File: src/rtl/mdu_cfg.svh
`ifndef MDU_CFG_SVH
`define MDU_CFG_SVH

// integer register width and the word-op width
`define MDU_XLEN 64
`define MDU_WLEN 32

// one restoring iteration per quotient bit
`define MDU_DIV_ITER_D 64
`define MDU_DIV_ITER_W 32

// must hold MDU_DIV_ITER_D
`define MDU_CNT_W 7

`endif

File: src/rtl/mdu_pkg.sv
`include "mdu_cfg.svh"

package mdu_pkg;

	typedef logic [`MDU_XLEN-1:0] xlen_t;
	typedef logic [`MDU_WLEN-1:0] wlen_t;

	// encoded as funct3 of the M extension
	typedef enum logic [2:0] {
		OP_MUL    = 3'b000,
		OP_MULH   = 3'b001,
		OP_MULHSU = 3'b010,
		OP_MULHU  = 3'b011,
		OP_DIV    = 3'b100,
		OP_DIVU   = 3'b101,
		OP_REM    = 3'b110,
		OP_REMU   = 3'b111
	} mdu_op_e;

	// top funct3 bit splits divide/remainder from multiply
	function automatic logic is_div(mdu_op_e op);
		return op[2];
	endfunction

endpackage

File: src/rtl/div_datapath.sv
`timescale 1ns/10ps

`include "mdu_cfg.svh"

module div_datapath (
	input  logic             clk,
	input  logic             rst_n_i,
	input  logic             load_i,
	input  logic             step_i,
	input  logic             fix_i,
	input  mdu_pkg::mdu_op_e op_i,
	input  logic             word_i,
	input  mdu_pkg::xlen_t   rs1_i,
	input  mdu_pkg::xlen_t   rs2_i,
	output mdu_pkg::xlen_t   result_o
);
	import mdu_pkg::*;

	localparam int EXT = `MDU_XLEN - `MDU_WLEN;

	logic                 signed_op;
	xlen_t                dvd_ext;
	xlen_t                dvs_ext;
	logic                 dvd_neg;
	logic                 dvs_neg;
	xlen_t                dvd_abs;
	xlen_t                dvs_abs;

	xlen_t                dvs_q;
	xlen_t                rem_q;
	xlen_t                quot_q;
	logic                 dvd_neg_q;
	logic                 dvs_neg_q;
	logic                 zero_q;
	logic                 word_q;
	logic                 rem_sel_q;

	logic [`MDU_XLEN+1:0] trial;
	xlen_t                quot_fix;
	xlen_t                rem_fix;
	xlen_t                res_sel;
	wlen_t                res_w;
	xlen_t                result_q;

	assign signed_op = (op_i == OP_DIV) || (op_i == OP_REM);

	// word forms see only the low half of each operand
	always_comb begin
		if (word_i) begin
			dvd_ext = {{EXT{signed_op & rs1_i[`MDU_WLEN-1]}}, rs1_i[`MDU_WLEN-1:0]};
			dvs_ext = {{EXT{signed_op & rs2_i[`MDU_WLEN-1]}}, rs2_i[`MDU_WLEN-1:0]};
		end else begin
			dvd_ext = rs1_i;
			dvs_ext = rs2_i;
		end
	end

	assign dvd_neg = signed_op & dvd_ext[`MDU_XLEN-1];
	assign dvs_neg = signed_op & dvs_ext[`MDU_XLEN-1];
	// most negative value maps onto itself, which is right as unsigned
	assign dvd_abs = dvd_neg ? -dvd_ext : dvd_ext;
	assign dvs_abs = dvs_neg ? -dvs_ext : dvs_ext;

	// shifted partial remainder minus divisor, top bit is the borrow
	assign trial = {1'b0, rem_q, quot_q[`MDU_XLEN-1]} - {2'b00, dvs_q};

	always_ff @(posedge clk) begin
		if (load_i) begin
			dvs_q     <= dvs_abs;
			rem_q     <= '0;
			// left-align the word dividend so 32 shifts consume it
			quot_q    <= word_i ? {dvd_abs[`MDU_WLEN-1:0], {EXT{1'b0}}} : dvd_abs;
			dvd_neg_q <= dvd_neg;
			dvs_neg_q <= dvs_neg;
			zero_q    <= (dvs_ext == '0);
			word_q    <= word_i;
			rem_sel_q <= (op_i == OP_REM) || (op_i == OP_REMU);
		end else if (step_i) begin
			if (!trial[`MDU_XLEN+1]) begin
				rem_q  <= trial[`MDU_XLEN-1:0];
				quot_q <= {quot_q[`MDU_XLEN-2:0], 1'b1};
			end else begin
				rem_q  <= {rem_q[`MDU_XLEN-2:0], quot_q[`MDU_XLEN-1]};
				quot_q <= {quot_q[`MDU_XLEN-2:0], 1'b0};
			end
		end
	end

	// divide by zero already leaves all ones, so keep it unsigned
	assign quot_fix = ((dvd_neg_q ^ dvs_neg_q) && !zero_q) ? -quot_q : quot_q;
	assign rem_fix  = dvd_neg_q ? -rem_q : rem_q;
	assign res_sel  = rem_sel_q ? rem_fix : quot_fix;
	assign res_w    = res_sel[`MDU_WLEN-1:0];

	always_ff @(posedge clk) begin
		if (!rst_n_i) begin
			result_q <= '0;
		end else if (fix_i) begin
			result_q <= word_q ? {{EXT{res_w[`MDU_WLEN-1]}}, res_w} : res_sel;
		end
	end

	assign result_o = result_q;

endmodule

File: config.mk
export PLATFORM = sky130hd
export DESIGN_NAME = div_datapath
export DESIGN_NICKNAME = d
export VERILOG_FILES = /design/src/rtl/mdu_pkg.sv /design/src/rtl/div_datapath.sv
export VERILOG_INCLUDE_DIRS = /design/src /design/src/rtl
export SDC_FILE = /design/constraint.sdc
export NUM_CORES = 1
export LEC_CHECK = 0
export BUFFER_PORTS_ARGS = -buffer_cell sky130_fd_sc_hd__clkbuf_2
export CORE_AREA = 8 8 283 203
export CTS_BUF_LIST = sky130_fd_sc_hd__clkbuf_16
export DETAILED_ROUTE_END_ITERATION = 10
export DIE_AREA = 0 0 291 211
export SYNTH_ARGS = -nofsm -noshare
export SYNTH_HDL_FRONTEND = slang
export SYNTH_SLANG_ARGS = --single-unit
File: constraint.sdc
create_clock -name clk -period 4.6 [get_ports clk]
set_input_delay 0.23 -clock clk [delete_from_list [all_inputs] [get_ports clk]]
set_output_delay 0.23 -clock clk [all_outputs]
set_load 0.05 [all_outputs]
==> results.json, run 1 <==
{
  "status": "completed",
  "drcViolationCount": 0,
  "wl_per_cell_um": 22.15,
  "synth_xor_area_share_pct": 12.10,
  "setup-violations-final": 0,
  "viasPerCell": 5.938,
  "grt_max_degree": 111,
  "first_iter_violations": 2230,
  "critPathMaxStageDelay_ns": 0.77,
  "startpoint_type": "flop",
  "synth_top_area_cell": "edfxtp_1",
  "hp-class": "input port to flop",
  "crit_family": "simple AND/OR/NAND/NOR gates",
  "worst_slew_pin_slew_ns": 1.089,
  "num-nets-final": 3037,
  "async_flop_share_pct": 0,
  "via_count": 21080,
  "grt_overflow": 0,
  "avgSynthCellArea_um2": 7.856,
  "worstSetupEndpointType": "flop",
  "synth_fa_ha_area_share_pct": 4.149,
  "crit_top_cell": "a21oi_1",
  "synth-edff-count": 133,
  "die_h_um": 211,
  "clk-insertion-delay-late_ns": 0.61,
  "synth_compound_area_share_pct": 25.06,
  "ir_worst_vdd_uv": 292.9,
  "first_pass_iters": 6,
  "layout_min_cycle_time_ns": 4.253,
  "syn_inst": 2672,
  "routed_wl_mm": 78.63,
  "powerDensity_mw_per_mm2": 353.1,
  "rows": 71,
  "syn_to_final_growth_pct": 13.42,
  "finalSetupTns_ns": 0,
  "synth_cell_types": 90,
  "synth_commonest_cells": "nor2_1 (276), nand2_1 (274), a21oi_1 (265), o21ai_0 (197), xnor2_1 (180)",
  "synthSimpleGateAreaFrac_pct": 20.52,
  "detail-route-antenna-nets": 0,
  "antenna_found_initial": 1,
  "gr-usage-all-layers_pct": 24.10,
  "synthTopCellsByArea": "edfxtp_1 (19%), dfxtp_1 (12%), xnor2_1 (7.5%), a21oi_1 (6.3%), nor2_1 (4.9%)",
  "worstPathMaxFanout": 25,
  "critPathSlowestCell": "o21a_1",
  "p_leak_uw": 0.009531,
  "die_w_um": 291,
  "synth_top_area_share_pct": 19.03,
  "fin_crit_sh_pct": 92.45,
  "tritoncts": "built",
  "hold_viol": 0,
  "path_cells": "or4_2 -> nor3_2 -> nand4_2 -> nand2_1 -> xnor2_1 -> nor2_1 -> a21oi_1 -> o21a_1 -> o21ai_0 -> a21oi_1",
  "ys_ff_latch": 261,
  "netlist_area_mm2": 0.02099,
  "total_power_uw": 8406,
  "yosysMostFrequentCell": "nor2_1",
  "place_congestion": 0.9664,
  "synth_top_family_by_area": "compound AO/OA/AOI/OAI gates",
  "critPathBufInv": 0,
  "die_area_mm2": 0.06140,
  "num_io_pins": 201,
  "drive_gt1_share_pct": 12.64,
  "grt_setup_unrepaired": "no",
  "cts_root_buffer": "clkbuf_16",
  "crit_required_ns": 5.11,
  "clock-sinks": 261,
  "final_max_slew_viol_count": 0,
  "ys_warn_count": 0,
  "cts_buffers": 30,
  "slew_headroom_pct": 27.23,
  "path_class": "flop to flop",
  "synthMuxAreaShare_pct": 1.067,
  "place_hpwl_mm": 61.92,
  "maxCapViolations": 0,
  "fin_skew_ns": 0.03929,
  "initial_utilization_pct": 39.58,
  "ys_seq_area_share_pct": 31.23,
  "path_clk_slew_ns": 0.06,
  "numPortBuffers": 200,
  "grt_pass1_wl_mm": 118.8,
  "synth_ff_type": "edfxtp_1",
  "critPathArrivalTime_ns": 4.76,
  "max_freq_mhz": 235.1,
  "htree_levels": 1,
  "coreArea_mm2": 0.05303,
  "synthesis.nets": 2878,
  "clockBufferDepth": 3,
  "grt_pass1_vias": 19560
}
[kinds of logic after synthesis]
| kind of cell | count (synthesis) |
|---|---|
| mux | 22 |
| flops | 261 |
| fa+ha+maj | 69 |
| simple gates | 892 |
| compound gates | 836 |
| buf+inv | 302 |
| xor+xnor | 290 |
[stage by stage]
step	instance area [µm²]	instances	utilization (%)	hold WS, ns	setup slack (ns)
2_1_floorplan	20990	2672	-	0.3289	1.340
3_3_place_gp	22620	3470	42.65	0.4690	0.5255
3_5_place_dp	22620	3470	42.65	0.4770	0.5006
4_1_cts	23800	3548	44.88	0.002445	0.4448
5_1_grt	23800	3548	44.88	0.01512	0.07008
6_report	23810	3550	44.89	0.02001	0.3471
[cells in the final DEF (no fill, tap or decap), types with 21 or more instances in the layout]
master and count:
xor2_1 110, xnor2_1 180, o41ai_1 21, o21ai_0 197, nor2_1 276, nand2_1 274
clkbuf_2 197, a21o_1 34, nor3_1 60, buf_4 50, a21oi_1 264, dlygate4sd3_1 22
a211oi_1 28, or3_1 26, nor2b_1 39, o31ai_1 46, nor4_1 40, a31oi_1 30
inv_1 160, o22ai_1 27, a311oi_1 49, ha_1 68, clkbuf_16 31, nand3_1 42
edfxtp_1 133, o211ai_1 27, dfxtp_1 128
[registers in the layout (all words and copies together), names as in the netlist]
register	cells
dvd_neg_q	1
zero_q	1
dvs_q	64
result_o	64
rem_q	64
dvs_neg_q	1
quot_q	64
rem_sel_q	1
word_q	1
[final cells by class]
cell class	instances	area (µm²)
multi-input cells	2109	13210
clock inverters	25	186.4
fillers	5339	29230
clock buffers	31	775.7
inverters	158	593.1
repair buffers	271	1615
well taps	693	867.1
diodes	2	5.005
flip-flops and latches	261	6556
[report_power, final]
| part | switching (µW) | leakage [µW] | internal, µW |
|---|---|---|---|
| Clock | 1080 | 0.000491 | 1340 |
| Sequential | 276 | 0.00240 | 2730 |
| Combinational | 1950 | 0.00664 | 1030 |
| Total | 3310 | 0.00953 | 5100 |
[worst paths after layout]
| check | startpoint | to | slack (ns) | depth (start not counted) |
|---|---|---|---|---|
| max | quot_q[25] | result_o[49] | 0.35 | 10 |
| min | rs2_i[26] | dvs_q[26] | 0.02 | 2 |
| max reg2reg | quot_q[25] | result_o[49] | 0.35 | 10 |
| min reg2reg | result_o[13] | result_o[13] | 0.48 | 2 |
[routing by layer]
metal,track usage [%],vias to the layer above,wire (µm),share of wire [%]
li1,-,9979,-,-
met1,36.44,10120,37760,48
met2,34.26,892,31970,41
met3,6.289,86,7584,9.6
met4,4.150,0,1316,1.7
met5,0,-,0,0
[timing repair]
item / 4_1_cts / 5_1_grt
buffers inserted: 0 / 0
hold buffers: 22 / 0
gates resized for setup: 0 / 0
hold endpoints to repair: 21 / 0
Power figures use the tool's default switching activity.
==> inputs of run 2 (changes only) <==
Settings changed: REMOVE_ABC_BUFFERS set to 1.
==> results.json, run 2 (synthesized netlist as in run 1, its figures left out) <==
{
  "syn_to_final_growth_pct": 12.89,
  "crit_top_cell": "a21oi_1",
  "critPathMaxStageDelay_ns": 0.76,
  "first_iter_violations": 2158,
  "num-nets-final": 3027,
  "critPathArrivalTime_ns": 4.68,
  "status": "completed",
  "ir_worst_vdd_uv": 276.3,
  "dp.cells": 3461,
  "rows": 71,
  "rr_endpoint": "result_o[52]",
  "hp-class": "input port to flop",
  "die_h_um": 211,
  "total_power_uw": 8173,
  "viasPerCell": 5.901,
  "final_cells": 3535,
  "max_freq_mhz": 238.7,
  "path_clk_slew_ns": 0.07,
  "whs_path_depth": 2,
  "setup.reg_to_reg.worst_slack_ns": 0.41,
  "final_max_slew_viol_count": 0,
  "hold_end": "dvs_q[31]",
  "regArea_mm2": 0.006556,
  "tritoncts": "built",
  "cts_root_buffer": "clkbuf_16",
  "initial_utilization_pct": 39.58,
  "place_hpwl_mm": 57.36,
  "powerDensity_mw_per_mm2": 344.9,
  "layout_min_cycle_time_ns": 4.189,
  "worst_slew_pin_slew_ns": 1.089,
  "holdCritStartpoint": "rs2_i[31]",
  "coreArea_mm2": 0.05303,
  "hold_viol": 0,
  "fillers": 5238,
  "via_count": 20860,
  "p_leak_uw": 0.009472,
  "mostFrequentLayoutCells": "nor2_1 (275), nand2_1 (274), a21oi_1 (264)",
  "drive_gt1_share_pct": 12.07,
  "wl_per_cell_um": 20.73,
  "mostFrequentLayoutCell": "nor2_1",
  "drcViolationCount": 0,
  "path_class": "flop to flop",
  "reg2reg_depth": 11,
  "detail-route-antenna-nets": 0,
  "grt_setup_unrepaired": "no",
  "cts_setup_buffers": 0,
  "r2r-start": "quot_q[25]",
  "antenna_cells": 0,
  "numPortBuffers": 200,
  "multi_input_area_mm2": 0.01321,
  "grt_overflow": 0,
  "clock-sinks": 261,
  "maxCapViolations": 0,
  "grt_pass1_wl_mm": 112.4,
  "cts_buffers": 27,
  "finalSetupTns_ns": 0,
  "first_pass_iters": 5,
  "grt_max_degree": 117,
  "clockBufferDepth": 3,
  "path_cells": "or4_2 -> nor3_2 -> nand4_2 -> buf_4 -> nand2_1 -> xnor2_1 -> nor2_1 -> a21oi_1 -> o21a_1 -> o21ai_0 -> a21oi_1",
  "die_area_mm2": 0.06140,
  "routed_wl_mm": 73.27,
  "num_io_pins": 201,
  "grt_pass1_vias": 19530,
  "die_w_um": 291,
  "worstPathMaxFanout": 24,
  "fin_skew_ns": 0.02881,
  "hold_ws_ns": 0.02875,
  "clk-insertion-delay-late_ns": 0.59,
  "antenna_found_initial": 0,
  "setup-violations-final": 0,
  "fin_crit_sh_pct": 91.07,
  "htree_levels": 1,
  "place_congestion": 0.9613,
  "critPathSlowestCell": "or4_2",
  "gr-usage-all-layers_pct": 22.55,
  "worstSetupEndpointType": "flop",
  "crit_required_ns": 5.09,
  "startpoint_type": "flop",
  "slew_headroom_pct": 27.22
}
[run 2: cell count changes in the layout (fill, tap and decap cells not counted), sizes merged]
cell	previous run	this run
clkinv	14	6
dlygate4sd3	22	24
clkbuf	229	227
buf	51	43
inv	165	169
diode	2	0
clkinvlp	2	1
[run 2: what timing repair did]
| action | CTS | global route |
|---|---|---|
| endpoints found under the hold margin | 23 | 0 |
| hold buffers | 24 | 0 |
| resized for setup | 0 | 0 |
[run 2: stage by stage]
stage	area [µm²]	worst slack, ns	utilization, %
after detailed placement	22570	0.6203	42.55
after CTS	23700	0.5606	44.68
final	23700	0.4108	44.68
after floorplan	20350	-0.02211	-
after global routing	23700	0.2336	44.68
after global placement	22570	0.7056	42.55
[run 2: critical path, delay by kind of cell (launching register included)]
| kind | cells | cell delay (ns) |
|---|---|---|
| AND/OR/NAND/NOR | 5 | 1.74 |
| AO/OA/AOI/OAI | 4 | 1.47 |
| flip-flops | 1 | 0.47 |
| buffers and inverters | 1 | 0.27 |
| XOR/XNOR | 1 | 0.13 |
[run 2: worst max-delay path by stage]
stage	start	slack (ns)	endpoint
5_1_grt	quot_q[63]	0.23	rem_q[56]
2_1_floorplan	dvd_neg_q	-0.02	result_o[32]
4_1_cts	quot_q[25]	0.56	result_o[40]
6_report	quot_q[25]	0.41	result_o[52]
3_5_place_dp	quot_q[25]	0.62	result_o[32]
3_3_place_gp	quot_q[63]	0.71	rem_q[60]
[run 2: power by group]
part | internal [µW] | switching (µW)
clock network | 1280 | 994
registers | 2730 | 290
logic | 1020 | 1860
total | 5030 | 3150
[run 2: per-layer routing]
metal  up-vias  global-route usage (%)  part of all wire, %
met3        94                   4.221                  8.0
met5         -                       0                    0
met2       814                   34.39                   43
met4         0                   4.544                  2.2
li1       9959                       -                    -
met1      9993                   32.98                   47
[run 2: layout make-up]
cell class	instances	share of cell area, %
clock inverters	20	0.5914
inverters	158	2.503
repair buffers	264	6.658
multi-input cells	2109	55.75
clock buffers	30	3.168
well taps	693	3.659
flip-flops and latches	261	27.67
