## src/rtl/mdu_cfg.svh

```systemverilog
`ifndef MDU_CFG_SVH
`define MDU_CFG_SVH

// integer register width and the word-op width
`define MDU_XLEN 64
`define MDU_WLEN 32

// one restoring iteration per quotient bit
`define MDU_DIV_ITER_D 64
`define MDU_DIV_ITER_W 32

// must hold MDU_DIV_ITER_D
`define MDU_CNT_W 7

`endif

```

## src/rtl/mdu_pkg.sv

```systemverilog
`include "mdu_cfg.svh"

package mdu_pkg;

	typedef logic [`MDU_XLEN-1:0] xlen_t;
	typedef logic [`MDU_WLEN-1:0] wlen_t;

	// encoded as funct3 of the M extension
	typedef enum logic [2:0] {
		OP_MUL    = 3'b000,
		OP_MULH   = 3'b001,
		OP_MULHSU = 3'b010,
		OP_MULHU  = 3'b011,
		OP_DIV    = 3'b100,
		OP_DIVU   = 3'b101,
		OP_REM    = 3'b110,
		OP_REMU   = 3'b111
	} mdu_op_e;

	// top funct3 bit splits divide/remainder from multiply
	function automatic logic is_div(mdu_op_e op);
		return op[2];
	endfunction

endpackage

```

## src/rtl/mdu_ctrl.sv

```systemverilog
`timescale 1ns/10ps

module mdu_ctrl (
	input  logic             clk,
	input  logic             rst_n_i,
	input  logic             valid_i,
	input  mdu_pkg::mdu_op_e op_i,
	input  logic             last_i,
	output logic             ready_o,
	output logic             mul_load_o,
	output logic             div_load_o,
	output logic             cnt_start_o,
	output logic             div_step_o,
	output logic             div_fix_o,
	output logic             res_sel_o,
	output logic             done_o
);
	import mdu_pkg::*;

	typedef enum logic [1:0] {
		S_IDLE,
		S_MUL,
		S_DIV,
		S_FIX
	} state_e;

	state_e state_q;
	state_e state_d;
	logic   accept;
	logic   first_q;
	logic   done_q;
	logic   res_sel_q;

	assign accept = valid_i && (state_q == S_IDLE);

	// load strobes fire on the accepting edge itself
	assign mul_load_o  = accept && !is_div(op_i);
	assign div_load_o  = accept && is_div(op_i);
	assign cnt_start_o = div_load_o;

	// first cycle in DIV is the load cycle, no shift yet
	assign div_step_o = (state_q == S_DIV) && !first_q;
	assign div_fix_o  = (state_q == S_FIX);
	assign ready_o    = (state_q == S_IDLE);
	assign done_o     = done_q;
	assign res_sel_o  = res_sel_q;

	always_comb begin
		state_d = state_q;
		case (state_q)
			S_IDLE: begin
				if (accept) begin
					state_d = is_div(op_i) ? S_DIV : S_MUL;
				end
			end
			S_MUL: state_d = S_IDLE;
			S_DIV: begin
				// counter alone marks the final iteration
				if (div_step_o && last_i) begin
					state_d = S_FIX;
				end
			end
			S_FIX: state_d = S_IDLE;
			default: state_d = S_IDLE;
		endcase
	end

	always_ff @(posedge clk) begin
		if (!rst_n_i) begin
			state_q   <= S_IDLE;
			first_q   <= 1'b0;
			done_q    <= 1'b0;
			res_sel_q <= 1'b0;
		end else begin
			state_q <= state_d;
			first_q <= div_load_o;
			done_q  <= (state_q == S_MUL) || (state_q == S_FIX);
			// switch the output mux together with done so result_o holds
			if ((state_q == S_MUL) || (state_q == S_FIX)) begin
				res_sel_q <= (state_q == S_FIX);
			end
		end
	end

endmodule

```

## config.mk

```make
export PLATFORM = sky130hd
export DESIGN_NAME = mdu_ctrl
export DESIGN_NICKNAME = d
export VERILOG_FILES = /design/src/rtl/mdu_pkg.sv /design/src/rtl/mdu_ctrl.sv
export VERILOG_INCLUDE_DIRS = /design/src /design/src/rtl
export SDC_FILE = /design/constraint.sdc
export NUM_CORES = 1
export LEC_CHECK = 0
export ABC_AREA = 1
export BUFFER_PORTS_ARGS = -buffer_cell sky130_fd_sc_hd__clkbuf_2
export CAP_MARGIN = 40
export CORE_AREA = 2 2 39 41
export CTS_CLUSTER_DIAMETER = 80
export DETAILED_ROUTE_END_ITERATION = 12
export DIE_AREA = 0 0 41 43
export PLACE_DENSITY = 0.51
export SLEW_MARGIN = 20
export SYNTH_ARGS = -nofsm -noshare
export SYNTH_HDL_FRONTEND = slang
export SYNTH_SLANG_ARGS = --single-unit
```

## constraint.sdc

```tcl
create_clock -name clk -period 1.3 [get_ports clk]
set_input_delay 0.065 -clock clk [delete_from_list [all_inputs] [get_ports clk]]
set_output_delay 0.065 -clock clk [all_outputs]
set_load 0.005 [all_outputs]
```

==> impl_metrics.py, run 1 <==
metrics = {
    "placed_design": {
        "place_inst": 61,
        "portBuffers": 12,
        "gp_congestion": 0.7011,
        "hpwl_um": 388.4,
    },
    "logic_synthesis": {
        "syn_nets": 41,
        "yosysTopAreaCellShare_pct": 41.67,
        "yosysTopAreaCell": "dfxtp_1",
        "synth_area_leaders": "dfxtp_1 42%, inv_1 13%, nand2_1 11%",
        "synth_area_um2": 240.2,
        "synth_warnings": 0,
        "yosysUniqueCellTypes": 13,
        "ys_ff_latch": 5,
        "synth.avg_cell_area_um2": 7.066,
        "syn_inst": 34,
        "seq_area_frac_synth_pct": 41.67,
    },
    "run": {
        "max_cap_violations": 0,
    },
    "floorplanning": {
        "core_um2": 1384,
        "ios": 15,
        "initial_core_util_pct": 17.36,
        "die_height_um": 43,
        "die_x_um": 41,
        "row_count": 14,
        "die-area_um2": 1763,
    },
    "worst_setup_path": {
        "worstPathRequired_ps": 1240,
        "arrival_ps": 1110,
        "crit_chain": "nor2_4 > nand2_1 > nor2_1 > clkbuf_2",
        "crit_type": "register to output port",
        "cp-start-kind": "register",
        "cp_slowest_cell": "dfxtp_1",
        "critPathTopFamily": "flip-flops",
        "crit_path_max_fanout": 7,
        "setup.worst_path.end_class": "output port",
        "cp.buffers_inverters": 1,
        "critPathMaxStageDelay_ps": 380,
    },
    "power_and_ir_drop": {
        "power.leakage_uw": 0.0001902,
        "irDropWorstVdd_mv": 0.3856,
        "power.density_nw_per_um2": 1241,
        "power_frac_seq_pct": 41.1,
        "p_comb_share_pct": 16.0,
        "power.share.clock_pct": 43.0,
        "netSwitchingFraction_pct": 27.25,
        "intPower_uw": 310.7,
        "switchingPower_uw": 116.4,
    },
    "clock_tree": {
        "cts_hold_buf": 0,
        "clock-sinks": 5,
        "path_clk_slew_ps": 40,
        "cts-root-buf": "clkbuf_4",
        "numCtsBuffers": 3,
        "clkLatencyLatePin_ps": 240,
        "cts_max_level": 1,
        "cts_tree": "yes",
        "clk_path_buf_depth": 2,
    },
    "sta": {
        "hold_viol": 0,
        "skew_ps": 4.167,
        "relSlewSlack_pct": 81.22,
        "setup_viol": 0,
        "worst_pin_slew_ps": 281.3,
        "hold_ws_ps": 78.08,
        "period_needed_ps": 1175,
        "fmax_mhz": 851.0,
        "fin_crit_sh_pct": 90.39,
        "rsz0062_at_grt": "false",
        "setup_tns_ps": 0,
        "maxSlewViolCount": 0,
    },
    "global_route": {
        "grt_use_total_pct": 6.935,
        "grt_max_degree": 8,
        "grt_pass1_vias": 195,
        "grt_overflow_total": 0,
        "grt_pass1_wl_um": 717,
        "antenna_found_initial": 0,
    },
    "layout": {
        "final_layout_size_suffix_gt1_share_pct": 40.82,
        "n_fill_cell": 159,
        "area_growth_pct": 43.23,
        "stdcell_count": 65,
        "final_util_pct": 24.86,
        "nets": 57,
        "insertedDiodeCount": 0,
    },
    "drt": {
        "drt-initial-drc-count": 2,
        "drc": 0,
        "ant_nets": 0,
        "first_pass_iters": 4,
        "routedWlPerCell_um": 7.769,
        "dr_total_vias": 240,
        "drt_wl_total_um": 505,
        "post_drt_via_cell_ratio": 3.692,
    },
    "hold_path": {
        "min-delay-path-class": "primary input to register",
    },
    "status": {
        "outcome": "finished clean",
    },
}
-- cell usage after synthesis (all sizes together) --
cell and number:
dfxtp 5, nor3 2, nand3 1, inv 8, a21oi 1, buf 1
o21ai 2, nand2 8, nor2 5, nor4 1
-- cells by family (layout without fill, tap and decap cells) --
group | after synthesis | count (layout) | synth area share (%)
and+or+nand+nor | 17 | 17 | 36.46
buffers and inverters | 9 | 24 | 15.63
AOI/OAI and AO/OA | 3 | 3 | 6.248
DFF | 5 | 5 | 41.67
-- cell type report --
cell class                 instances  area (um2)  share of cell area [%]
sequential                         5       100.1                   29.09
clock buffer                       4       26.28                   7.636
inverter                           8       30.03                   8.727
tap                               16       20.02                   5.818
timing repair buffer              12       60.06                   17.45
multi-input combinational         20       107.6                   31.27
-- through the flow --
step,cell area (um2),setup slack [ps],total power [uW]
after floorplan,240.2,347.9,216.6
after global placement,312.8,347.6,243.9
after detailed placement,312.8,336.1,244.6
after CTS,339.1,67.24,434.8
after global routing,344.1,24.61,454.9
final,344.1,125.0,427.1
-- what timing repair did --
action,in CTS,in global routing
endpoints found under the hold margin,0,0
gates resized for setup,0,1
setup buffers,0,0
endpoints found under the setup margin,0,2
-- state kept, by name (all words and copies together), names as in the netlist --
signal / cells
res_sel_o: 1
state_q: 2
first_q: 1
done_o: 1
-- power groups by stage --
stage	sequential, uW	combinational (uW)	clock (uW)
global placement	177	67.1	0
CTS	174	68.2	193
global route	177	77.4	201
floorplan	174	42.3	0
finish	175	68.2	183
detailed placement	177	67.8	0
-- cell usage in the layout, fill, tap and decap left out, types with 2 or more instances in the layout --
| master | n |
|---|---|
| nand2_1 | 7 |
| inv_1 | 8 |
| o21ai_0 | 2 |
| dfxtp_1 | 5 |
| clkbuf_2 | 12 |
| nor2_1 | 3 |
| clkbuf_4 | 3 |
-- tightest hold or removal path, delay by kind of cell --
family,cells,cell delay (ps)
buffers and inverters,2,160
and+or+nand+nor,1,60
-- worst paths after layout --
check,to,cells after the start,slack [ps],from
worst max-delay path,div_load_o,4,120,state_q[0]
worst min-delay path,done_o,3,80,rst_n_i
worst max register to register,state_q[0],5,390,state_q[1]
worst min register to register,res_sel_o,2,460,res_sel_o
-- metal layers --
metal	vias to the layer above	global-route usage (%)	share of wire, %
met1	93	7.742	48
li1	131	-	-
met4	0	4.000	0
met5	-	0	0
met2	16	7.500	37
met3	0	7.853	15
(Power assumes the default switching activity.)
==> run 2, diff against run 1 <==
--- a/config.mk
+++ b/config.mk
@@ -6,14 +6,14 @@
 export SDC_FILE = /design/constraint.sdc
 export NUM_CORES = 1
 export LEC_CHECK = 0
-export ABC_AREA = 1
-export BUFFER_PORTS_ARGS = -buffer_cell sky130_fd_sc_hd__clkbuf_2
+export BUFFER_PORTS_ARGS = -buffer_cell sky130_fd_sc_hd__buf_2
 export CAP_MARGIN = 40
 export CORE_AREA = 2 2 39 41
 export CTS_CLUSTER_DIAMETER = 80
 export DETAILED_ROUTE_END_ITERATION = 12
 export DIE_AREA = 0 0 41 43
-export PLACE_DENSITY = 0.51
+export PLACE_DENSITY = 0.49
+export SKIP_CTS_REPAIR_TIMING = 1
 export SLEW_MARGIN = 20
 export SYNTH_ARGS = -nofsm -noshare
 export SYNTH_HDL_FRONTEND = slang
==> run 2 against run 1 <==
Net effect: via count shrank 11%; wire length shrank 0.99%; synthesized cell count shrank 35%.
==> impl_metrics.py, run 2 <==
metrics = {
    "clock_tree": {
        "clock-sinks": 5,
        "cts_max_level": 1,
        "clk_path_buf_depth": 2,
        "clkLatencyLatePin_ps": 240,
        "cts_tree": "yes",
        "numCtsBuffers": 3,
        "cts-root-buf": "clkbuf_4",
        "path_clk_slew_ps": 50,
    },
    "power_and_ir_drop": {
        "power.share.clock_pct": 44.2,
        "irDropWorstVdd_mv": 0.5458,
        "intPower_uw": 311.6,
        "netSwitchingFraction_pct": 23.95,
        "p_comb_share_pct": 14.3,
        "power.leakage_uw": 0.0001790,
        "switchingPower_uw": 98.15,
        "power_frac_seq_pct": 41.5,
        "power.density_nw_per_um2": 1209,
    },
    "floorplanning": {
        "initial_core_util_pct": 15.55,
        "ios": 15,
        "core_um2": 1384,
        "die_height_um": 43,
        "die_x_um": 41,
        "die-area_um2": 1763,
        "row_count": 14,
    },
    "worst_setup_path": {
        "crit_path_max_fanout": 6,
        "rrSetupSlack_ps": 280,
        "r2r_cells": 3,
        "crit_type": "register to output port",
        "setup.worst_path.end_class": "output port",
        "cp_slowest_cell": "or3_4",
        "r2r-start": "state_q[0]",
        "worstPathRequired_ps": 1240,
        "critPathMaxStageDelay_ps": 390,
        "rr_endpoint": "res_sel_o",
        "crit_chain": "or3_4 > nor2_2 > buf_2",
        "arrival_ps": 1170,
        "cp-start-kind": "register",
    },
    "hold_path": {
        "min_delay_path_depth": 3,
        "hold_path_end": "state_q[0]",
        "min-delay-path-class": "primary input to register",
        "min_from": "rst_n_i",
    },
    "drt": {
        "drt-initial-drc-count": 1,
        "post_drt_via_cell_ratio": 3.963,
        "routedWlPerCell_um": 9.259,
        "drt_wl_total_um": 500,
        "drt-met1-wl_um": 259,
        "met3_length_um": 69,
        "first_pass_iters": 3,
        "dr_total_vias": 214,
        "ant_nets": 0,
        "dr.max_layer_used": "met3",
        "wl_met2_um": 171,
        "drc": 0,
    },
    "logic_synthesis": {
        "seq_area_frac_synth_pct": 46.51,
        "yosysTopAreaCell": "dfxtp_1",
        "ys_ff_latch": 5,
        "synth.avg_cell_area_um2": 9.782,
        "yosysMostFrequentCell": "dfxtp_1",
        "synth_warnings": 0,
        "yosysTopAreaCellShare_pct": 46.51,
        "yosysUniqueCellTypes": 14,
        "synth_edf_count": 0,
        "synth_area_leaders": "dfxtp_1 47%, and2_2 7.0%, nor3b_1 7.0%",
        "synth_area_um2": 215.2,
        "syn_inst": 22,
        "syn_nets": 29,
        "synth_commonest_cells": "5 x dfxtp_1, 2 x a21oi_1, 2 x and2_2, 2 x nor2_1, 2 x nor3b_1",
        "synth_flop_cell": "dfxtp_1",
        "async_flop_share_pct": 0,
    },
    "sta": {
        "period_needed_ps": 1234,
        "fin_crit_sh_pct": 94.91,
        "fmax_mhz": 810.5,
        "worst_pin_slew_ps": 191.1,
        "relSlewSlack_pct": 87.15,
        "setup_viol": 0,
        "maxSlewViolCount": 0,
        "rsz0062_at_grt": "true",
        "hold_viol": 0,
        "skew_ps": 2.110,
    },
    "run": {
        "max_cap_violations": 0,
    },
    "global_route": {
        "grt_pass1_wl_um": 834,
        "grt_max_degree": 10,
        "grt_pass1_vias": 192,
        "grt_use_total_pct": 7.329,
        "grt_overflow_total": 0,
        "antenna_found_initial": 0,
    },
    "layout": {
        "insertedDiodeCount": 0,
        "regMostFlops": "state_q",
        "finalInstanceArea_um2": 339.1,
        "final_common_cell": "buf_2",
        "final_layout_size_suffix_gt1_share_pct": 57.89,
        "stdcell_count": 54,
        "area_growth_pct": 57.56,
        "mostFrequentLayoutCells": "12 x buf_2, 3 x clkbuf_4, 3 x dfxtp_1",
        "n_fill_cell": 156,
        "largest_reg_flops": 2,
        "nets": 46,
    },
    "placed_design": {
        "gp_congestion": 0.6260,
        "portBuffers": 12,
        "placed_area_um2": 287.8,
        "place_inst": 49,
    },
    "status": {
        "outcome": "finished clean",
    },
}
==> run 2: cell count changes after synthesis, moves of 2 or more <==
cell,change
and2_2,+2
inv_1,-7
nand2_1,-7
nor2_2,-2
nor3b_1,+2
o21ai_0,-2
==> run 2: worst max path at each step <==
stage               start         end  slack (ps)  cells after the start
2_1_floorplan  state_q[0]  mul_load_o         400                      2
3_3_place_gp   state_q[0]  mul_load_o         260                      3
3_5_place_dp   state_q[0]  mul_load_o         260                      3
4_1_cts        state_q[0]  mul_load_o         -10                      3
5_1_grt        state_q[0]  mul_load_o           1                      3
6_report       state_q[0]  mul_load_o          70                      3
==> run 2: layer usage <==
metal,track usage (%),vias up
met5,0,-
met4,2.000,0
met3,6.283,0
met2,8.125,13
met1,10.29,92
li1,-,109
==> run 2: layout make-up <==
cell class                 instances  area [um2]  area share (%)
sequential                         5       105.1           31.00
timing repair buffer              13       72.57           21.40
inverter                           1       3.754           1.107
clock buffer                       4       26.28           7.749
tap                               16       20.02           5.904
multi-input combinational         15       111.4           32.84
==> run 2: critical path, delay by kind of cell (launching register included) <==
family | cells | cell delay, ps
flops | 1 | 350
simple gates | 2 | 470
buf+inv | 1 | 110
==> run 2: cells by family after synthesis <==
family	Yosys count	share of synthesized area, %
AOI/OAI and AO/OA	4	11.63
buffers and inverters	2	5.232
DFF	5	46.51
and+or+nand+nor	11	36.63
==> run 2: power by group through the flow <==
stage / combinational (uW) / sequential, uW / clock [uW]
finish: 58.5 / 170 / 181
global route: 66.6 / 172 / 208
CTS: 50.5 / 171 / 188
detailed placement: 50.1 / 174 / 0
global placement: 49.3 / 174 / 0
floorplan: 26.8 / 172 / 0
==> run 2: per-stage QoR <==
stage | hold slack (ps) | utilization, % | setup TNS (ps) | setup WS [ps] | power (uW)
3_5_place_dp | 347.4 | 20.80 | 0 | 257.0 | 223.8
5_1_grt | 92.68 | 24.50 | 0 | 1.400 | 445.9
6_report | 87.46 | 24.50 | 0 | 66.15 | 409.8
3_3_place_gp | 333.9 | 20.80 | 0 | 257.5 | 222.9
2_1_floorplan | 182.5 | - | 0 | 399.5 | 198.4
4_1_cts | 91.47 | 22.69 | -10.35 | -10.35 | 409.8
