==> src/rtl/mdu_cfg.svh <==
`ifndef MDU_CFG_SVH
`define MDU_CFG_SVH

// integer register width and the word-op width
`define MDU_XLEN 64
`define MDU_WLEN 32

// one restoring iteration per quotient bit
`define MDU_DIV_ITER_D 64
`define MDU_DIV_ITER_W 32

// must hold MDU_DIV_ITER_D
`define MDU_CNT_W 7

`endif

==> src/rtl/div_step_counter.sv <==
`timescale 1ns/10ps

`include "mdu_cfg.svh"

module div_step_counter (
	input  logic clk,
	input  logic rst_n_i,
	input  logic cnt_start_i,
	input  logic step_i,
	input  logic word_i,
	output logic last_o
);

	logic [`MDU_CNT_W-1:0] cnt_q;

	always_ff @(posedge clk) begin
		if (!rst_n_i) begin
			cnt_q <= '0;
		end else if (cnt_start_i) begin
			// word ops need only half the quotient bits
			if (word_i) begin
				cnt_q <= `MDU_CNT_W'(`MDU_DIV_ITER_W);
			end else begin
				cnt_q <= `MDU_CNT_W'(`MDU_DIV_ITER_D);
			end
		end else if (step_i && (cnt_q != '0)) begin
			cnt_q <= cnt_q - 1'b1;
		end
	end

	// one iteration left, so this step is the final one
	assign last_o = (cnt_q == `MDU_CNT_W'(1));

endmodule

==> config.mk <==
export PLATFORM = sky130hd
export DESIGN_NAME = div_step_counter
export DESIGN_NICKNAME = d
export VERILOG_FILES = /design/src/rtl/div_step_counter.sv
export VERILOG_INCLUDE_DIRS = /design/src /design/src/rtl
export SDC_FILE = /design/constraint.sdc
export NUM_CORES = 1
export LEC_CHECK = 0
export BUFFER_PORTS_ARGS = -buffer_cell sky130_fd_sc_hd__buf_4
export CAP_MARGIN = 20
export CORE_AREA = 2 2 39 41
export CTS_BUF_LIST = sky130_fd_sc_hd__clkbuf_16
export CTS_CLUSTER_SIZE = 16
export DETAILED_ROUTE_END_ITERATION = 16
export DIE_AREA = 0 0 41 43
export PLACE_DENSITY_LB_ADDON = 0.12
export SLEW_MARGIN = 20
export SYNTH_ARGS = -nofsm -noshare
export SYNTH_HDL_FRONTEND = slang
export SYNTH_SLANG_ARGS = --single-unit
==> constraint.sdc <==
create_clock -name clk -period 1.9 [get_ports clk]
set_input_delay 0.095 -clock clk [delete_from_list [all_inputs] [get_ports clk]]
set_output_delay 0.095 -clock clk [all_outputs]
set_load 0.005 [all_outputs]
==> reports/qor.txt, run 1 <==
Placed cells - 63
RSZ-0062 raised after global routing - no
Largest net degree at the start of global routing - 7
WL met3 - 43 µm
Fmax - 594 MHz
Fin cells - 67
Period utilisation layout - 88.6%
Layout cell share with drive strength beyond 1 - 21.6%
FP Rows - 14
Fin. max-slew vios - 0
Area of the multi-input gates - 231 µm²
Most frequent cells in the layout - nor2_1 (7), dfxtp_1 (7), buf_4 (5)
CTS tree - built
Worst r2r path cells - 4
Nets - 59
Ant diodes - 0
Status - completed
Crit. End Element - output port
Port-buffer cells - 5
Fillers - 145
Post-route ant nets - 0
PD cells - 1200 nW/µm²
P&R area growth vs syn - 34.2%
Initial drt markers - 8
Vias/cell - 4.81
Metal2 WL - 327 µm
Biggest regs - cnt_q: 7 flops
Ys Warns - 0
Post-route DRC - 0
CP max FO - 6
Root buf cell - clkbuf_16
Top routing layer in use - met4
Sequential cell area - 140 µm²
Gr usage total - 11.7%
Worst hold-check path type - in -> reg
Inserted Clock Buffers - 3
Reg2reg start - cnt_q[2]$_SDFFE_PN0P_
Wire per inst - 10.9 µm
GP Congestion - 0.870
Initial Utilization - 27.8%
Max VDD drop - 0.905 mV
Reg with most FFs - cnt_q
Worst Setup Path Type - reg -> out
WHS Endpoint - cnt_q[5]$_SDFFE_PN0P_
TritonCTS Sinks - 7
Hold Fails Final Rpt - 0
Worst hold path depth - 2
Core box area - 1380 µm²
Critical R2R Capture - cnt_q[4]$_SDFFE_PN0P_
Worst Path Required - 1.80 ns
Share of the yosys chip area belonging to registers - 36.5%
Max-cap viol count - 0
Hold_sp - rst_n_i
Synthesized area - 384 µm²
Max reg flops - 7
Max Root-Sink Buffers - 2
Routed WL - 728 µm
Leakage - 0.212 nW
Metal1 wirelength - 331 µm
Min Tclk post-route - 1.68 ns
H-tree depth - 1
Detailed-placement wirelength estimate - 543 µm
Hold-fix buffers, CTS - 0
Skew-Pair Late Insertion Delay - 0.23 ns
Post-Synthesis Cells - 43
I/O Pins - 6
Die width - 41 µm
Setup violations, final - 0
Setup Skew - 0.000812 ns
Remaining Overflow, GRT - 0
Initial antenna violation count - 0
Avg Cell Area, Syn - 8.93 µm²
Die height - 43 µm
TritonRoute pass-1 iters - 4
Final setup TNS - 0 ns
First-pass GRT wire length - 1250 µm
Max-slew headroom - 83.4%
Cts repair resizes - 0
Via count - 322
Clk slew on worst S/H paths - 0.04 ns
Least-Margin Pin Slew - 0.248 ns
Synth Register Bits - 7
Syn Nets - 50
CP startpoint kind - flip-flop
Vias in the first global route - 321
Library cells used by synthesis - 22
Arrival time worst endpoint - 1.59 ns
Worst R2R Setup Slack - 0.30 ns
Post-CTS Setup Inserts - 0
Area of the die - 1760 µm²
cells by family (layout without fill, tap and decap cells):
kind of cell | count (synthesis) | in the layout | share of synthesized area (%)
XOR/XNOR | 4 | 4 | 9.12
adder cells (fa/ha/maj) | 2 | 2 | 6.51
AND/OR/NAND/NOR | 18 | 18 | 23.8
flip-flops | 7 | 7 | 36.5
AO/OA/AOI/OAI | 9 | 9 | 20.8
buffers and inverters | 3 | 11 | 3.26
where the power goes:
group / switching (mW) / internal (mW)
sequential: 0.0115 / 0.159
clock: 0.0785 / 0.274
combinational: 0.0473 / 0.0476
total: 0.137 / 0.480
worst max path at each step:
stage                                      from               endpoint  slack (ns)  depth (start not counted)
after floorplan           cnt_q[2]$_SDFFE_PN0P_  cnt_q[4]$_SDFFE_PN0P_        0.42                          5
after detailed placement  cnt_q[2]$_SDFFE_PN0P_  cnt_q[4]$_SDFFE_PN0P_        0.31                          4
after global routing      cnt_q[2]$_SDFFE_PN0P_                 last_o        0.15                          3
after global placement    cnt_q[2]$_SDFFE_PN0P_  cnt_q[4]$_SDFFE_PN0P_        0.34                          4
final                     cnt_q[2]$_SDFFE_PN0P_                 last_o        0.22                          3
after CTS                 cnt_q[2]$_SDFFE_PN0P_                 last_o        0.21                          3
per-stage QoR:
step                util (%)  hold WS, ns  cell area [µm²]  total power [mW]  setup slack (ns)
global route            37.3        0.117              515             0.647             0.151
global placement        31.6        0.332              437             0.267             0.337
floorplan                  -        0.228              384             0.247             0.416
finish                  37.3        0.110              515             0.617             0.217
detailed placement      31.6        0.347              437             0.267             0.311
CTS                     37.3        0.111              515             0.626             0.209
critical path, stage by stage, from the launching register on:
cell and delay (ns):
dfxtp_1 0.34, or4_1 0.65, nor3b_1 0.24, buf_4 0.14
cells in the mapped netlist:
cell	instances	area, µm²
a21oi_1	1	5.00
o2111ai_1	2	17.5
buf_2	1	5.00
nor2_1	7	26.3
dfxtp_1	7	140
inv_1	2	7.51
nor2b_1	1	6.26
o211ai_1	1	7.51
nor3_1	2	10.0
a21boi_0	1	7.51
o211a_1	1	10.0
or3_2	1	7.51
nor3b_1	1	7.51
o21ai_0	1	5.00
a211oi_2	1	12.5
nand2_1	2	7.51
ha_1	2	25.0
o21a_4	1	15.0
xnor2_1	2	17.5
xor2_1	2	17.5
or4_1	1	7.51
nand2b_1	3	18.8
per-layer routing:
metal  track usage, %  up-vias
li1                 -      167
met1             12.3      144
met2             14.4        7
met3             7.85        4
met4             11.3        0
met5                0        -
area by class of cell:
type | instances | share of cell area (%)
Clock buffer | 3 | 14.6
Clock inverter | 1 | 0.728
Inverter | 2 | 1.46
Multi-Input combinational cell | 33 | 44.9
Sequential cell | 7 | 27.2
Tap cell | 16 | 3.88
Timing Repair Buffer | 5 | 7.28
Power figures use the tool's default switching activity.
==> inputs of run 2 (changes only) <==
--- a/config.mk
+++ b/config.mk
@@ -9,11 +9,12 @@
 export BUFFER_PORTS_ARGS = -buffer_cell sky130_fd_sc_hd__buf_4
 export CAP_MARGIN = 20
 export CORE_AREA = 2 2 39 41
-export CTS_BUF_LIST = sky130_fd_sc_hd__clkbuf_16
+export CTS_BUF_LIST = sky130_fd_sc_hd__clkbuf_4 sky130_fd_sc_hd__clkbuf_8 sky130_fd_sc_hd__clkbuf_16
 export CTS_CLUSTER_SIZE = 16
 export DETAILED_ROUTE_END_ITERATION = 16
 export DIE_AREA = 0 0 41 43
 export PLACE_DENSITY_LB_ADDON = 0.12
+export REMOVE_ABC_BUFFERS = 1
 export SLEW_MARGIN = 20
 export SYNTH_ARGS = -nofsm -noshare
 export SYNTH_HDL_FRONTEND = slang
==> reports/qor.txt, run 2 (synthesis gave the netlist of run 1 again) <==
Arrival time worst endpoint - 1.62 ns
Layout cell share with drive strength beyond 1 - 23.5%
Worst Path Required - 1.80 ns
Final setup TNS - 0 ns
Crit. End Element - output port
Max-cap viol count - 0
Status - completed
Least-Margin Pin Slew - 0.251 ns
Skew-Pair Late Insertion Delay - 0.25 ns
Setup violations, final - 0
Hold Fails Final Rpt - 0
Period utilisation layout - 90.2%
P&R area growth vs syn - 21.5%
Max VDD drop - 0.327 mV
Fin. max-slew vios - 0
RSZ-0062 raised after global routing - no
Cts repair resizes - 0
Vias in the first global route - 314
Initial drt markers - 7
Initial antenna violation count - 0
Most frequent cells in the layout - nor2_1 (7), dfxtp_1 (7), buf_4 (5)
TritonRoute pass-1 iters - 3
Ant diodes - 0
Reg with most FFs - cnt_q
TritonCTS Sinks - 7
Via count - 320
Detailed-placement wirelength estimate - 555 µm
GP Congestion - 0.801
Inserted Clock Buffers - 3
Root buf cell - clkbuf_4
Largest net degree at the start of global routing - 7
I/O Pins - 6
Core box area - 1380 µm²
Nets - 59
Port-buffer cells - 5
Die width - 41 µm
Hold-fix buffers, CTS - 0
CTS tree - built
Clk slew on worst S/H paths - 0.05 ns
Max reg flops - 7
Worst hold-check path type - in -> reg
Routed WL - 709 µm
Biggest regs - cnt_q: 7 flops
Remaining Overflow, GRT - 0
Most crowded layer after global routing - met2
Min Tclk post-route - 1.71 ns
Max Root-Sink Buffers - 2
Vias/cell - 4.78
Leakage - 0.188 nW
Initial Utilization - 27.8%
FP Rows - 14
PD cells - 886 nW/µm²
CP max FO - 6
H-tree depth - 1
Post-CTS Setup Inserts - 0
Max-slew headroom - 83.3%
Worst Setup Path Type - reg -> out
First-pass GRT wire length - 1240 µm
CP startpoint kind - flip-flop
Met3 Usage GRT - 9.42%
Worst R2R Setup Slack - 0.31 ns
Die height - 43 µm
GR Util met2 - 15.0%
Fmax - 584 MHz
Post-route DRC - 0
Setup Skew - 0.00180 ns
Area of the die - 1760 µm²
Met1 Track Usage GR - 12.7%
Fillers - 144
Post-route ant nets - 0
Gr usage total - 10.9%
Hold_ws - 0.0918 ns
Wire per inst - 10.6 µm
[run 2: path summary, 6_finish.rpt]
path                              start                    end  cells after the start
setup / recovery  cnt_q[2]$_SDFFE_PN0P_                 last_o                      3
hold / removal                  rst_n_i  cnt_q[5]$_SDFFE_PN0P_                      2
setup reg to reg  cnt_q[2]$_SDFFE_PN0P_  cnt_q[4]$_SDFFE_PN0P_                      4
hold reg to reg   cnt_q[2]$_SDFFE_PN0P_  cnt_q[2]$_SDFFE_PN0P_                      2
[run 2: cell type report]
cell class | instances | area (µm²) | area share (%)
Clock buffer | 4 | 30.0 | 6.43
Inverter | 2 | 7.51 | 1.61
Multi-Input combinational cell | 33 | 231 | 49.6
Sequential cell | 7 | 140 | 30.0
Tap cell | 16 | 20.0 | 4.29
Timing Repair Buffer | 5 | 37.5 | 8.04
[run 2: metal layers]
metal  part of all wire, %  vias up
met2                    47        7
met1                    44      147
li1                      -      166
met3                   8.7        0
met5                     0        -
met4                     0        0
[run 2: worst max-delay path, cell delays in order (launching register included)]
cell and delay, ns:
dfxtp_1 0.34, or4_1 0.65, nor3b_1 0.24, buf_4 0.14
[run 2: report_power, final]
part | leakage [nW] | internal (mW) | switching, mW
registers | 0.0573 | 0.158 | 0.0116
clock network | 0.0184 | 0.0943 | 0.0534
logic | 0.112 | 0.0477 | 0.0483
total | 0.188 | 0.300 | 0.113
[run 2: stage by stage]
| step | worst slack, ns | utilization [%] | power (mW) | area (µm²) | instances |
|---|---|---|---|---|---|
| after global routing | 0.0767 | 33.7 | 0.447 | 467 | 67 |
| after CTS | 0.164 | 33.7 | 0.422 | 467 | 67 |
| after global placement | 0.337 | 31.6 | 0.267 | 437 | 63 |
| after floorplan | 0.415 | - | 0.243 | 379 | 42 |
| after detailed placement | 0.313 | 31.6 | 0.269 | 437 | 63 |
| final | 0.187 | 33.7 | 0.413 | 467 | 67 |
==> inputs of run 3 (changes only) <==
--- a/config.mk
+++ b/config.mk
@@ -6,13 +6,15 @@
 export SDC_FILE = /design/constraint.sdc
 export NUM_CORES = 1
 export LEC_CHECK = 0
-export BUFFER_PORTS_ARGS = -buffer_cell sky130_fd_sc_hd__buf_4
 export CAP_MARGIN = 20
+export CELL_PAD_IN_SITES_DETAIL_PLACEMENT = 1
+export CELL_PAD_IN_SITES_GLOBAL_PLACEMENT = 1
 export CORE_AREA = 2 2 39 41
 export CTS_BUF_LIST = sky130_fd_sc_hd__clkbuf_4 sky130_fd_sc_hd__clkbuf_8 sky130_fd_sc_hd__clkbuf_16
 export CTS_CLUSTER_SIZE = 16
 export DETAILED_ROUTE_END_ITERATION = 16
 export DIE_AREA = 0 0 41 43
+export DONT_BUFFER_PORTS = 1
 export PLACE_DENSITY_LB_ADDON = 0.12
 export REMOVE_ABC_BUFFERS = 1
 export SLEW_MARGIN = 20
==> constraint.sdc (replaced) <==
create_clock -name clk -period 1.9 [get_ports clk]
set_input_delay 0.285 -clock clk [delete_from_list [all_inputs] [get_ports clk]]
set_output_delay 0.285 -clock clk [all_outputs]
set_load 0.005 [all_outputs]
==> reports/qor.txt, run 3 (synthesis gave the netlist of run 1 again) <==
Status - completed
Hold Fails Final Rpt - 0
Cts repair resizes - 0
Die height - 43 µm
Period utilisation layout - 90.8%
Worst hold-check path type - in -> reg
Worst R2R Setup Slack - 0.30 ns
P&R area growth vs syn - 14.0%
Sequential cell area - 140 µm²
Skew-Pair Late Insertion Delay - 0.25 ns
CP startpoint kind - flip-flop
Wire per inst - 14.9 µm
Max Root-Sink Buffers - 2
Max-cap viol count - 0
Initial drt markers - 4
Met1 Track Usage GR - 14.1%
Internal Power - 0.298 mW
Worst setup path start - cnt_q[2]$_SDFFE_PN0P_
Pre-CTS setup slack - 0.267 ns
CP max FO - 6
Post-route ant nets - 0
Vias in the first global route - 325
Largest net degree at the start of global routing - 7
Setup Skew - 0.00284 ns
Sw Share - 29.0%
Final Cell Area - 438 µm²
GR Util met2 - 20.6%
Detailed-placement wirelength estimate - 712 µm
Max-slew headroom - 82.2%
FP Rows - 14
Min Tclk post-route - 1.72 ns
Via count - 311
Vias/cell - 5.02
Final setup TNS - 0 ns
Gr usage total - 13.1%
Area of the multi-input gates - 240 µm²
Area after DPL - 399 µm²
Fmax - 580 MHz
Hold_ws - 0.166 ns
Root buf cell - clkbuf_4
Initial antenna violation count - 0
Worst Setup Path Type - reg -> out
RSZ-0062 raised after global routing - no
Layout cell share with drive strength beyond 1 - 19.6%
Fin. max-slew vios - 0
Nets - 54
First-pass GRT wire length - 1460 µm
Core box area - 1380 µm²
Setup violations, final - 0
Psw - 0.122 mW
CTS tree - built
Inserted Clock Buffers - 3
Fin cells - 62
Worst Path Required - 1.62 ns
H-tree depth - 1
Least-Margin Pin Slew - 0.267 ns
Logic pwr share - 22.5%
Met3 Usage GRT - 6.28%
Clk network pwr share - 36.8%
Routed WL - 921 µm
Most crowded layer after global routing - met2
Post-route setup slack - 0.176 ns
Worst hold path depth - 1
Area of the die - 1760 µm²
TritonCTS Sinks - 7
I/O Pins - 6
Post-CTS Setup Inserts - 0
Post-route DRC - 0
Max reg flops - 7
Leakage - 0.166 nW
Ant diodes - 0
Hold_sp - rst_n_i
Hold-fix buffers, CTS - 0
Initial Utilization - 27.8%
PD cells - 959 nW/µm²
Fillers - 169
Critical R2R Capture - cnt_q[2]$_SDFFE_PN0P_
Biggest regs - cnt_q: 7 flops
Clk slew on worst S/H paths - 0.06 ns
Remaining Overflow, GRT - 0
GP Congestion - 0.694
Most frequent cells in the layout - nor2_1 (7), dfxtp_1 (7), clkbuf_4 (4)
Reg2reg start - cnt_q[0]$_SDFFE_PN0P_
Die width - 41 µm
Crit. End Element - output port
WHS Endpoint - cnt_q[5]$_SDFFE_PN0P_
Arrival time worst endpoint - 1.44 ns
Reg with most FFs - cnt_q
Worst r2r path cells - 6
Seq pwr share - 40.7%
Port-buffer cells - 0
Max VDD drop - 0.324 mV
Placed cells - 58
TritonRoute pass-1 iters - 2
==> run 3: per-layer routing <==
metal / wire length, µm / part of all wire [%] / vias to the layer above
li1: - / - / 158
met1: 396 / 43 / 149
met2: 489 / 53 / 4
met3: 34 / 3.7 / 0
met4: 0 / 0 / 0
met5: 0 / 0 / -
==> run 3: layout make-up <==
cell class / count / area share [%]
Multi-Input combinational cell: 33 / 54.9
Sequential cell: 7 / 32.0
Inverter: 2 / 1.71
Clock buffer: 4 / 6.86
Tap cell: 16 / 4.57
==> run 3: through the flow <==
step                total power, mW  util (%)
CTS                           0.422      31.0
global placement              0.259      28.8
floorplan                     0.243         -
detailed placement            0.263      28.8
global route                  0.456      31.6
finish                        0.420      31.6
==> run 3: worst max-delay path by stage <==
stage | endpoint | cells past startpoint | slack (ns)
global route | last_o | 2 | 0.09
floorplan | cnt_q[4]$_SDFFE_PN0P_ | 4 | 0.42
global placement | last_o | 2 | 0.30
finish | last_o | 2 | 0.18
CTS | last_o | 2 | 0.003
detailed placement | cnt_q[4]$_SDFFE_PN0P_ | 4 | 0.27
==> run 3: critical path, cell delays in order, from the launching register on <==
cell and delay, ns:
dfxtp_1 0.36, or4_4 0.60, nor3b_2 0.23
==> run 3: power groups by stage <==
stage	combinational (mW)	clock (mW)	sequential (mW)
floorplan	0.0738	0	0.170
CTS	0.0904	0.162	0.170
global placement	0.0863	0	0.172
global route	0.106	0.177	0.173
finish	0.0946	0.155	0.171
detailed placement	0.0896	0	0.173
